===== src/rtl/dsi_regs_pkg.sv =====
`default_nettype none

package dsi_regs_pkg;

    // Bus word and address widths
    localparam int WORD_W     = 32;
    localparam int AVL_ADDR_W = 6;
    localparam int REG_IDX_W  = 4;

    typedef logic [WORD_W-1:0]     word_t;
    typedef logic [AVL_ADDR_W-1:0] avl_addr_t;
    typedef logic [REG_IDX_W-1:0]  reg_idx_t;

    // Register map, index is byte offset / 4
    localparam reg_idx_t IDX_CR  = 4'd0;
    localparam reg_idx_t IDX_ISR = 4'd1;
    localparam reg_idx_t IDX_IER = 4'd2;
    localparam reg_idx_t IDX_TR1 = 4'd3;
    localparam reg_idx_t IDX_TR2 = 4'd4;
    localparam reg_idx_t IDX_CMD = 4'd5;
    localparam int       NUM_REGS = 6;

    // Field types
    localparam int TIMEOUT_W     = 8;
    localparam int CMD_W         = 24;
    localparam int LANES_FIELD_W = 2;
    localparam int IRQ_NUM       = 5;

    typedef logic [TIMEOUT_W-1:0]     timeout_t;
    typedef logic [CMD_W-1:0]         cmd_t;
    typedef logic [2:0]               lanes_num_t;
    typedef logic [LANES_FIELD_W-1:0] lanes_field_t;
    typedef logic [IRQ_NUM-1:0]       irq_vec_t;

    // Interrupt sources, same order in ISR and IER
    localparam int IRQ_UNDERFLOW   = 0;
    localparam int IRQ_LANES_READY = 1;
    localparam int IRQ_CLK_READY   = 2;
    localparam int IRQ_LANES_UP    = 3;
    localparam int IRQ_LANES_DOWN  = 4;

    // CR fields
    localparam int CR_ASM_EN_BIT   = 0;
    localparam int CR_LANES_EN_BIT = 1;
    localparam int CR_CLK_EN_BIT   = 2;
    localparam int CR_SEND_CMD_BIT = 3;
    localparam int CR_LANES_LSB    = 8;

    // TR1, TR2 and CMD fields
    localparam int TR1_TLPX_LSB  = 16;
    localparam int TR1_PREP_LSB  = 8;
    localparam int TR1_EXIT_LSB  = 0;
    localparam int TR2_GO_LSB    = 8;
    localparam int TR2_TRAIL_LSB = 0;
    localparam int CMD_LSB       = 0;

    // Reset values, lanes field holds count minus one
    localparam lanes_field_t RST_LANES_FIELD = 2'd3;
    localparam timeout_t     RST_TLPX        = 8'd8;
    localparam timeout_t     RST_PREP        = 8'd1;
    localparam timeout_t     RST_EXIT        = 8'd3;
    localparam timeout_t     RST_GO          = 8'd30;
    localparam timeout_t     RST_TRAIL       = 8'd2;

    // Avalon response codes
    typedef logic [1:0] avl_resp_t;
    localparam avl_resp_t AVL_RESP_OKAY      = 2'd0;
    localparam avl_resp_t AVL_RESP_DECODEERR = 2'd3;

endpackage

`default_nettype wire


===== src/rtl/reg_bank_if.sv =====
`timescale 1ns/100ps
`default_nettype none

// Link from the bus agent to one register bank
interface reg_bank_if;
    import dsi_regs_pkg::*;

    // One-cycle strobe, only for mapped indexes
    logic     wr_stb;
    // Held for the whole access
    reg_idx_t idx;
    word_t    wdata;
    // Combinational from idx, zero for foreign indexes
    word_t    rdata;

    modport agent (
        output wr_stb,
        output idx,
        output wdata,
        input  rdata
    );

    modport bank (
        input  wr_stb,
        input  idx,
        input  wdata,
        output rdata
    );

endinterface

`default_nettype wire


===== src/rtl/avl_reg_agent.sv =====
`timescale 1ns/100ps
`default_nettype none

module avl_reg_agent (
    input  wire                        clk,
    input  wire                        rst_n,
    input  wire dsi_regs_pkg::avl_addr_t i_avl_addr,
    input  wire                        i_avl_read,
    input  wire                        i_avl_write,
    input  wire dsi_regs_pkg::word_t   i_avl_writedata,
    output dsi_regs_pkg::word_t        o_avl_readdata,
    output dsi_regs_pkg::avl_resp_t    o_avl_response,
    output logic                       o_avl_waitrequest,
    reg_bank_if.agent                  bank_ctrl,
    reg_bank_if.agent                  bank_irq
);
    import dsi_regs_pkg::*;

    typedef enum logic [1:0] {
        ST_IDLE,
        ST_ACCESS,
        ST_DONE
    } state_t;

    state_t    state;
    logic      req;
    reg_idx_t  in_idx;
    logic      in_mapped;
    reg_idx_t  req_idx;
    word_t     req_wdata;
    logic      req_mapped;
    logic      wr_stb;
    word_t     merged_rdata;
    word_t     rdata_q;
    avl_resp_t resp_q;

    assign req       = i_avl_read || i_avl_write;
    assign in_idx    = i_avl_addr[AVL_ADDR_W-1:2];
    assign in_mapped = (in_idx < NUM_REGS);

    // Transfer sequencer
    always_ff @(posedge clk) begin
        if (!rst_n) begin
            state  <= ST_IDLE;
            wr_stb <= 1'b0;
        end else begin
            wr_stb <= 1'b0;
            case (state)
                ST_IDLE: begin
                    if (req) begin
                        state  <= ST_ACCESS;
                        wr_stb <= i_avl_write && in_mapped;
                    end
                end
                ST_ACCESS: state <= ST_DONE;
                ST_DONE:   state <= ST_IDLE;
                default:   state <= ST_IDLE;
            endcase
        end
    end

    // Request capture and read result
    always_ff @(posedge clk) begin
        if (state == ST_IDLE && req) begin
            req_idx   <= in_idx;
            req_wdata <= i_avl_writedata;
        end
        if (state == ST_ACCESS) begin
            rdata_q <= req_mapped ? merged_rdata : '0;
            resp_q  <= req_mapped ? AVL_RESP_OKAY : AVL_RESP_DECODEERR;
        end
    end

    assign req_mapped   = (req_idx < NUM_REGS);
    assign merged_rdata = bank_ctrl.rdata | bank_irq.rdata;

    // Same write path to both banks
    assign bank_ctrl.wr_stb = wr_stb;
    assign bank_ctrl.idx    = req_idx;
    assign bank_ctrl.wdata  = req_wdata;
    assign bank_irq.wr_stb  = wr_stb;
    assign bank_irq.idx     = req_idx;
    assign bank_irq.wdata   = req_wdata;

    // Stall from the first request cycle until DONE
    assign o_avl_waitrequest = (state == ST_ACCESS) || (state == ST_IDLE && req);
    assign o_avl_readdata    = rdata_q;
    assign o_avl_response    = resp_q;

    a_no_rd_wr: assert property (@(posedge clk) disable iff (!rst_n)
        !(i_avl_read && i_avl_write))
        else $error("Avalon read and write raised together");

    a_wr_stb_pulse: assert property (@(posedge clk) disable iff (!rst_n)
        wr_stb |=> !wr_stb)
        else $error("Bank write strobe longer than one cycle");

endmodule

`default_nettype wire


===== src/rtl/ctrl_reg_bank.sv =====
`timescale 1ns/100ps
`default_nettype none

module ctrl_reg_bank (
    input  wire                       clk,
    input  wire                       rst_n,
    input  wire                       i_lanes_active,
    reg_bank_if.bank                  bus,
    output logic                      o_assembler_en,
    output logic                      o_lanes_en,
    output logic                      o_clk_out_en,
    output logic                      o_send_cmd,
    output dsi_regs_pkg::lanes_num_t  o_lanes_number,
    output dsi_regs_pkg::cmd_t        o_cmd_packet,
    output dsi_regs_pkg::timeout_t    o_tlpx_timeout,
    output dsi_regs_pkg::timeout_t    o_hs_prepare_timeout,
    output dsi_regs_pkg::timeout_t    o_hs_exit_timeout,
    output dsi_regs_pkg::timeout_t    o_hs_go_timeout,
    output dsi_regs_pkg::timeout_t    o_hs_trail_timeout
);
    import dsi_regs_pkg::*;

    logic         wr_cr;
    logic         wr_tr1;
    logic         wr_tr2;
    logic         wr_cmd;
    logic         asm_en;
    logic         lanes_en;
    logic         clk_en;
    logic         send_cmd;
    lanes_field_t lanes_field;
    timeout_t     tlpx;
    timeout_t     hs_prep;
    timeout_t     hs_exit;
    timeout_t     hs_go;
    timeout_t     hs_trail;
    cmd_t         cmd;
    word_t        cr_word;
    word_t        tr1_word;
    word_t        tr2_word;
    word_t        cmd_word;

    assign wr_cr  = bus.wr_stb && (bus.idx == IDX_CR);
    assign wr_tr1 = bus.wr_stb && (bus.idx == IDX_TR1);
    assign wr_tr2 = bus.wr_stb && (bus.idx == IDX_TR2);
    assign wr_cmd = bus.wr_stb && (bus.idx == IDX_CMD);

    // CR enables and lane count
    always_ff @(posedge clk) begin
        if (!rst_n) begin
            asm_en      <= 1'b0;
            lanes_en    <= 1'b0;
            clk_en      <= 1'b0;
            lanes_field <= RST_LANES_FIELD;
        end else if (wr_cr) begin
            asm_en      <= bus.wdata[CR_ASM_EN_BIT];
            lanes_en    <= bus.wdata[CR_LANES_EN_BIT];
            clk_en      <= bus.wdata[CR_CLK_EN_BIT];
            lanes_field <= bus.wdata[CR_LANES_LSB +: LANES_FIELD_W];
        end
    end

    // Send-command drops once the lanes are up, a CR write wins
    always_ff @(posedge clk) begin
        if (!rst_n) begin
            send_cmd <= 1'b0;
        end else if (wr_cr) begin
            send_cmd <= bus.wdata[CR_SEND_CMD_BIT];
        end else if (i_lanes_active) begin
            send_cmd <= 1'b0;
        end
    end

    // D-PHY timeouts
    always_ff @(posedge clk) begin
        if (!rst_n) begin
            tlpx     <= RST_TLPX;
            hs_prep  <= RST_PREP;
            hs_exit  <= RST_EXIT;
            hs_go    <= RST_GO;
            hs_trail <= RST_TRAIL;
        end else begin
            if (wr_tr1) begin
                tlpx    <= bus.wdata[TR1_TLPX_LSB +: TIMEOUT_W];
                hs_prep <= bus.wdata[TR1_PREP_LSB +: TIMEOUT_W];
                hs_exit <= bus.wdata[TR1_EXIT_LSB +: TIMEOUT_W];
            end
            if (wr_tr2) begin
                hs_go    <= bus.wdata[TR2_GO_LSB +: TIMEOUT_W];
                hs_trail <= bus.wdata[TR2_TRAIL_LSB +: TIMEOUT_W];
            end
        end
    end

    always_ff @(posedge clk) begin
        if (!rst_n) begin
            cmd <= '0;
        end else if (wr_cmd) begin
            cmd <= bus.wdata[CMD_LSB +: CMD_W];
        end
    end

    // Read words, reserved bits stay zero
    always_comb begin
        cr_word                                 = '0;
        cr_word[CR_ASM_EN_BIT]                  = asm_en;
        cr_word[CR_LANES_EN_BIT]                = lanes_en;
        cr_word[CR_CLK_EN_BIT]                  = clk_en;
        cr_word[CR_SEND_CMD_BIT]                = send_cmd;
        cr_word[CR_LANES_LSB +: LANES_FIELD_W]  = lanes_field;
        tr1_word                                = '0;
        tr1_word[TR1_TLPX_LSB +: TIMEOUT_W]     = tlpx;
        tr1_word[TR1_PREP_LSB +: TIMEOUT_W]     = hs_prep;
        tr1_word[TR1_EXIT_LSB +: TIMEOUT_W]     = hs_exit;
        tr2_word                                = '0;
        tr2_word[TR2_GO_LSB +: TIMEOUT_W]       = hs_go;
        tr2_word[TR2_TRAIL_LSB +: TIMEOUT_W]    = hs_trail;
        cmd_word                                = '0;
        cmd_word[CMD_LSB +: CMD_W]              = cmd;
    end

    always_comb begin
        case (bus.idx)
            IDX_CR:  bus.rdata = cr_word;
            IDX_TR1: bus.rdata = tr1_word;
            IDX_TR2: bus.rdata = tr2_word;
            IDX_CMD: bus.rdata = cmd_word;
            default: bus.rdata = '0;
        endcase
    end

    assign o_assembler_en       = asm_en;
    assign o_lanes_en           = lanes_en;
    assign o_clk_out_en         = clk_en;
    assign o_send_cmd           = send_cmd;
    assign o_lanes_number       = lanes_num_t'(lanes_field) + lanes_num_t'(1);
    assign o_cmd_packet         = cmd;
    assign o_tlpx_timeout       = tlpx;
    assign o_hs_prepare_timeout = hs_prep;
    assign o_hs_exit_timeout    = hs_exit;
    assign o_hs_go_timeout      = hs_go;
    assign o_hs_trail_timeout   = hs_trail;

    a_send_cmd_clr: assert property (@(posedge clk) disable iff (!rst_n)
        i_lanes_active && !wr_cr |=> !o_send_cmd)
        else $error("Send-command still set after the lanes came up");

endmodule

`default_nettype wire


===== src/rtl/irq_reg_bank.sv =====
`timescale 1ns/100ps
`default_nettype none

module irq_reg_bank (
    input  wire      clk,
    input  wire      rst_n,
    input  wire      i_pix_buffer_underflow_set,
    input  wire      i_lanes_ready_set,
    input  wire      i_clk_ready_set,
    input  wire      i_lanes_active,
    reg_bank_if.bank bus,
    output logic     o_irq
);
    import dsi_regs_pkg::*;

    logic     wr_isr;
    logic     wr_ier;
    logic     la_q;
    logic     la_prev;
    logic     lanes_up;
    logic     lanes_down;
    irq_vec_t set_vec;
    irq_vec_t clr_vec;
    irq_vec_t isr;
    irq_vec_t ier;
    logic     irq_q;

    assign wr_isr = bus.wr_stb && (bus.idx == IDX_ISR);
    assign wr_ier = bus.wr_stb && (bus.idx == IDX_IER);

    // Lanes-active sampled, then compared with its previous value
    always_ff @(posedge clk) begin
        if (!rst_n) begin
            la_q    <= 1'b0;
            la_prev <= 1'b0;
        end else begin
            la_q    <= i_lanes_active;
            la_prev <= la_q;
        end
    end

    assign lanes_up   = la_q && !la_prev;
    assign lanes_down = !la_q && la_prev;

    always_comb begin
        set_vec                  = '0;
        set_vec[IRQ_UNDERFLOW]   = i_pix_buffer_underflow_set;
        set_vec[IRQ_LANES_READY] = i_lanes_ready_set;
        set_vec[IRQ_CLK_READY]   = i_clk_ready_set;
        set_vec[IRQ_LANES_UP]    = lanes_up;
        set_vec[IRQ_LANES_DOWN]  = lanes_down;
    end

    assign clr_vec = wr_isr ? bus.wdata[IRQ_NUM-1:0] : '0;

    // W1C beats a set in the same cycle
    always_ff @(posedge clk) begin
        if (!rst_n) begin
            isr <= '0;
        end else begin
            isr <= (isr | set_vec) & ~clr_vec;
        end
    end

    always_ff @(posedge clk) begin
        if (!rst_n) begin
            ier <= '0;
        end else if (wr_ier) begin
            ier <= bus.wdata[IRQ_NUM-1:0];
        end
    end

    always_ff @(posedge clk) begin
        if (!rst_n) begin
            irq_q <= 1'b0;
        end else begin
            irq_q <= |(isr & ier);
        end
    end

    always_comb begin
        case (bus.idx)
            IDX_ISR: bus.rdata = word_t'(isr);
            IDX_IER: bus.rdata = word_t'(ier);
            default: bus.rdata = '0;
        endcase
    end

    assign o_irq = irq_q;

    a_w1c_wins: assert property (@(posedge clk) disable iff (!rst_n)
        wr_isr |=> (isr & $past(clr_vec)) == '0)
        else $error("ISR bit survived a write-one clear");

endmodule

`default_nettype wire


===== src/rtl/dsi_tx_regs.sv =====
`timescale 1ns/100ps
`default_nettype none

module dsi_tx_regs (
    input  wire                          clk,
    input  wire                          rst_n,
    // Avalon-MM slave
    input  wire dsi_regs_pkg::avl_addr_t i_avl_addr,
    input  wire                          i_avl_read,
    input  wire                          i_avl_write,
    input  wire dsi_regs_pkg::word_t     i_avl_writedata,
    output dsi_regs_pkg::word_t          o_avl_readdata,
    output dsi_regs_pkg::avl_resp_t      o_avl_response,
    output logic                         o_avl_waitrequest,
    // Transmitter events
    input  wire                          i_pix_buffer_underflow_set,
    input  wire                          i_lanes_ready_set,
    input  wire                          i_clk_ready_set,
    input  wire                          i_lanes_active,
    output logic                         o_irq,
    // Control fields
    output logic                         o_assembler_en,
    output logic                         o_lanes_en,
    output logic                         o_clk_out_en,
    output logic                         o_send_cmd,
    output dsi_regs_pkg::lanes_num_t     o_lanes_number,
    output dsi_regs_pkg::cmd_t           o_cmd_packet,
    output dsi_regs_pkg::timeout_t       o_tlpx_timeout,
    output dsi_regs_pkg::timeout_t       o_hs_prepare_timeout,
    output dsi_regs_pkg::timeout_t       o_hs_exit_timeout,
    output dsi_regs_pkg::timeout_t       o_hs_go_timeout,
    output dsi_regs_pkg::timeout_t       o_hs_trail_timeout
);

    reg_bank_if bank_ctrl ();
    reg_bank_if bank_irq ();

    avl_reg_agent u_agent (
        .clk               (clk),
        .rst_n             (rst_n),
        .i_avl_addr        (i_avl_addr),
        .i_avl_read        (i_avl_read),
        .i_avl_write       (i_avl_write),
        .i_avl_writedata   (i_avl_writedata),
        .o_avl_readdata    (o_avl_readdata),
        .o_avl_response    (o_avl_response),
        .o_avl_waitrequest (o_avl_waitrequest),
        .bank_ctrl         (bank_ctrl.agent),
        .bank_irq          (bank_irq.agent)
    );

    ctrl_reg_bank u_ctrl (
        .clk                  (clk),
        .rst_n                (rst_n),
        .i_lanes_active       (i_lanes_active),
        .bus                  (bank_ctrl.bank),
        .o_assembler_en       (o_assembler_en),
        .o_lanes_en           (o_lanes_en),
        .o_clk_out_en         (o_clk_out_en),
        .o_send_cmd           (o_send_cmd),
        .o_lanes_number       (o_lanes_number),
        .o_cmd_packet         (o_cmd_packet),
        .o_tlpx_timeout       (o_tlpx_timeout),
        .o_hs_prepare_timeout (o_hs_prepare_timeout),
        .o_hs_exit_timeout    (o_hs_exit_timeout),
        .o_hs_go_timeout      (o_hs_go_timeout),
        .o_hs_trail_timeout   (o_hs_trail_timeout)
    );

    irq_reg_bank u_irq (
        .clk                        (clk),
        .rst_n                      (rst_n),
        .i_pix_buffer_underflow_set (i_pix_buffer_underflow_set),
        .i_lanes_ready_set          (i_lanes_ready_set),
        .i_clk_ready_set            (i_clk_ready_set),
        .i_lanes_active             (i_lanes_active),
        .bus                        (bank_irq.bank),
        .o_irq                      (o_irq)
    );

endmodule

`default_nettype wire


===== config.mk =====
export PLATFORM = sky130hd
export DESIGN_NAME = dsi_tx_regs
export DESIGN_NICKNAME = d
export VERILOG_FILES = /design/src/rtl/dsi_regs_pkg.sv /design/src/rtl/reg_bank_if.sv /design/src/rtl/avl_reg_agent.sv /design/src/rtl/ctrl_reg_bank.sv /design/src/rtl/irq_reg_bank.sv /design/src/rtl/dsi_tx_regs.sv
export SDC_FILE = /design/constraint.sdc
export NUM_CORES = 1
export LEC_CHECK = 0
export BUFFER_PORTS_ARGS = -buffer_cell sky130_fd_sc_hd__buf_2
export CAP_MARGIN = 20
export CORE_MARGIN = 2
export CORE_UTILIZATION = 35
export CTS_CLUSTER_DIAMETER = 120
export DETAILED_ROUTE_END_ITERATION = 10
export HOLD_SLACK_MARGIN = 0.03
export PLACE_DENSITY_LB_ADDON = 0.05
export REMOVE_ABC_BUFFERS = 1
export SLEW_MARGIN = 20
export SYNTH_ARGS = -nofsm -noshare
export SYNTH_HDL_FRONTEND = slang
export SYNTH_HIERARCHICAL = 1
export SYNTH_SLANG_ARGS = --single-unit
export TNS_END_PERCENT = 10

===== constraint.sdc =====
create_clock -name clk -period 7.5 [get_ports clk]
set_input_delay 0 -clock clk [delete_from_list [all_inputs] [get_ports clk]]
set_output_delay 0 -clock clk [all_outputs]
set_load 0.05 [all_outputs]

==> flow_metrics.env <==
export IMPL_holdPathStages=2
export IMPL_setup_viol=0
export IMPL_cts_setup_buffers=0
export IMPL_place_congestion=0.742
export IMPL_worst_path_max_fanout=17
export IMPL_drc_errors=0
export IMPL_coreArea_um2=17800
export IMPL_finalClockSkew_ps=8.94
export IMPL_fp_row_count=49
export IMPL_cp_startpoint="u_agent/bank_ctrl.wr_stb"
export IMPL_setup_worst_path_class="reg -> reg"
export IMPL_end_kind="flip-flop"
export IMPL_cp_cell_sequence="nand3b_1 -> nor3b_2 -> buf_4 -> mux2i_1"
export IMPL_cp_start_kind="flip-flop"
export IMPL_reg2reg_depth=4
export IMPL_vias=4461
export IMPL_area_delta_synth_final_pct=26.2
export IMPL_worst_slew_pin_transition_ps=896
export IMPL_status="finished clean"
export IMPL_relSlewSlack=0.400
export IMPL_cp_slowest_cell="nor3b_2"
export IMPL_dieHeight_um=139
export IMPL_diodes=0
export IMPL_cts_sinks=147
export IMPL_ant_nets=0
export IMPL_cts_max_path_buffers=2
export IMPL_clkLatencyLatePin_ps=420
export IMPL_finalWirelength_um=15800
export IMPL_postCtsHoldBufs=35
export IMPL_grt_overflow_total=0
export IMPL_start_util=0.355
export IMPL_place_area_um2=7040
export IMPL_first_pass_iters=6
export IMPL_grt_start_max_net_pins=67
export IMPL_finalCritPeriodShare=0.350
export IMPL_peakVddDrop_mv=0.163
export IMPL_powerDensity_nw_per_um2=242
export IMPL_dp_slack_ps=4790
export IMPL_synth_cells=554
export IMPL_rsz0062_at_grt="no"
export IMPL_maxSlewViolCount=0
export IMPL_cts_tree="done"
export IMPL_fin_crit_ps=2620
export IMPL_antenna_found_initial=0
export IMPL_syn_area_um2=6340
export IMPL_die_w_um=139
export IMPL_slowest_delay_ps=800
export IMPL_portBuffers=142
export IMPL_timing_final_hold_violations=0
export IMPL_yosysWarnings=6
export IMPL_r2r_end="u_ctrl/o_cmd_packet[20]"
export IMPL_required_ps=7850
export IMPL_utilization=0.448
export IMPL_grt_pass1_vias=4587
export IMPL_drtIter0Drc=219
export IMPL_reg2reg_from="u_agent/bank_ctrl.wr_stb"
export IMPL_hp_class="in -> reg"
export IMPL_critPathCapture="u_ctrl/o_cmd_packet[20]"
export IMPL_dp_hpwl_um=10500
export IMPL_dieArea_um2=19200
export IMPL_clk_pin_slew_ps=60
export IMPL_cap_viol_max_count=0
export IMPL_setup_ws_ps=4880
export IMPL_arrival_ps=2970
export IMPL_routed_via_density=4.66
export IMPL_boundaryPins=153
export IMPL_cts_root_buf="clkbuf_16"
export IMPL_final_setup_tns_ps=0
export IMPL_routedWlPerCell_um=16.5
export IMPL_track_usage=0.170
export IMPL_fmax_ghz=0.381
export IMPL_total_leakage_power_uw=0.00341
export IMPL_grt_pass1_wl_um=24900
export IMPL_drive_gt1_frac=0.267
export IMPL_cts_resized_gates=0
export IMPL_postLayoutCellArea_um2=8000
export IMPL_syn_area_per_cell_um2=11.4
export IMPL_h_tree_depth=4
export IMPL_nNetsFinal=763
export IMPL_fin_worst_hold_slack_ps=39.3
export IMPL_cts_made_buffers=17
export IMPL_rrSetupSlack_ps=4880
==> layer usage <==
| layer | global-route usage | vias to the layer above | share of wire |
|---|---|---|---|
| li1 | - | 2196 | - |
| met4 | 0.0559 | 0 | 0.011 |
| met2 | 0.286 | 142 | 0.49 |
| met5 | 0 | - | 0 |
| met3 | 0.0449 | 15 | 0.053 |
| met1 | 0.212 | 2108 | 0.45 |
==> power breakdown <==
group / switching (uW) / total, uW / leakage [uW] / internal [uW]
sequential: 21.8 / 895 / 0.00129 / 873
clock: 320 / 845 / 0.000284 / 526
combinational: 130 / 192 / 0.00184 / 62.5
==> area by class of cell <==
class,instances,area (um^2)
tap,229,287
inverter,16,60.1
fill,1699,9840
clock buffer,20,447
timing repair buffer,187,1170
clock inverter,12,138
multi-input combinational,347,2340
sequential,147,3550
==> registers in the layout, summed over array words and instances (netlist names), 2 cells and up <==
register	flops
u_ctrl/o_tlpx_timeout	8
u_ctrl/o_cmd_packet	24
u_agent/bank_ctrl.idx	4
u_ctrl/o_hs_prepare_timeout	8
u_ctrl/o_hs_trail_timeout	8
u_ctrl/o_hs_go_timeout	8
u_ctrl/lanes_field	2
u_agent/bank_ctrl.wdata	24
u_irq/ier	5
u_irq/isr	5
u_agent/state	2
u_ctrl/o_hs_exit_timeout	8
u_agent/o_avl_readdata	32
==> worst min path at each step <==
stage                        start                              to  slack, ps
6_report                     rst_n           u_ctrl/lanes_field[0]         40
5_1_grt                      rst_n  u_ctrl/o_hs_prepare_timeout[0]         70
4_1_cts                      rst_n           u_ctrl/lanes_field[0]         30
3_5_place_dp   i_avl_writedata[11]     u_agent/bank_ctrl.wdata[11]        180
3_3_place_gp   i_avl_writedata[14]     u_agent/bank_ctrl.wdata[14]        180
2_1_floorplan        i_avl_addr[5]        u_agent/bank_ctrl.wr_stb         80
==> through the flow <==
stage               total power (uW)  instances
floorplan                       1020        510
global placement                1080        889
detailed placement              1090        890
CTS                             1960        957
global route                    2010        958
finish                          1930        958
==> worst max-delay path: cells and delay by family, from the launching register on <==
| family | cells | cell delay [ps] |
|---|---|---|
| multiplexers | 1 | 240 |
| AND/OR/NAND/NOR | 2 | 1060 |
| flip-flops | 1 | 760 |
| buffers and inverters | 1 | 470 |
==> cells in the final DEF (no fill, tap or decap), drive strengths merged, types with 18 or more instances in the layout <==
cell and count:
buf 152, nand2 94, dfxtp 86, mux2i 69, edfxtp 61, dlygate4sd3 35, conb 35, o21a 32
clkbuf 20, a22oi 18
Note: power is estimated with default switching activity, not from simulation.
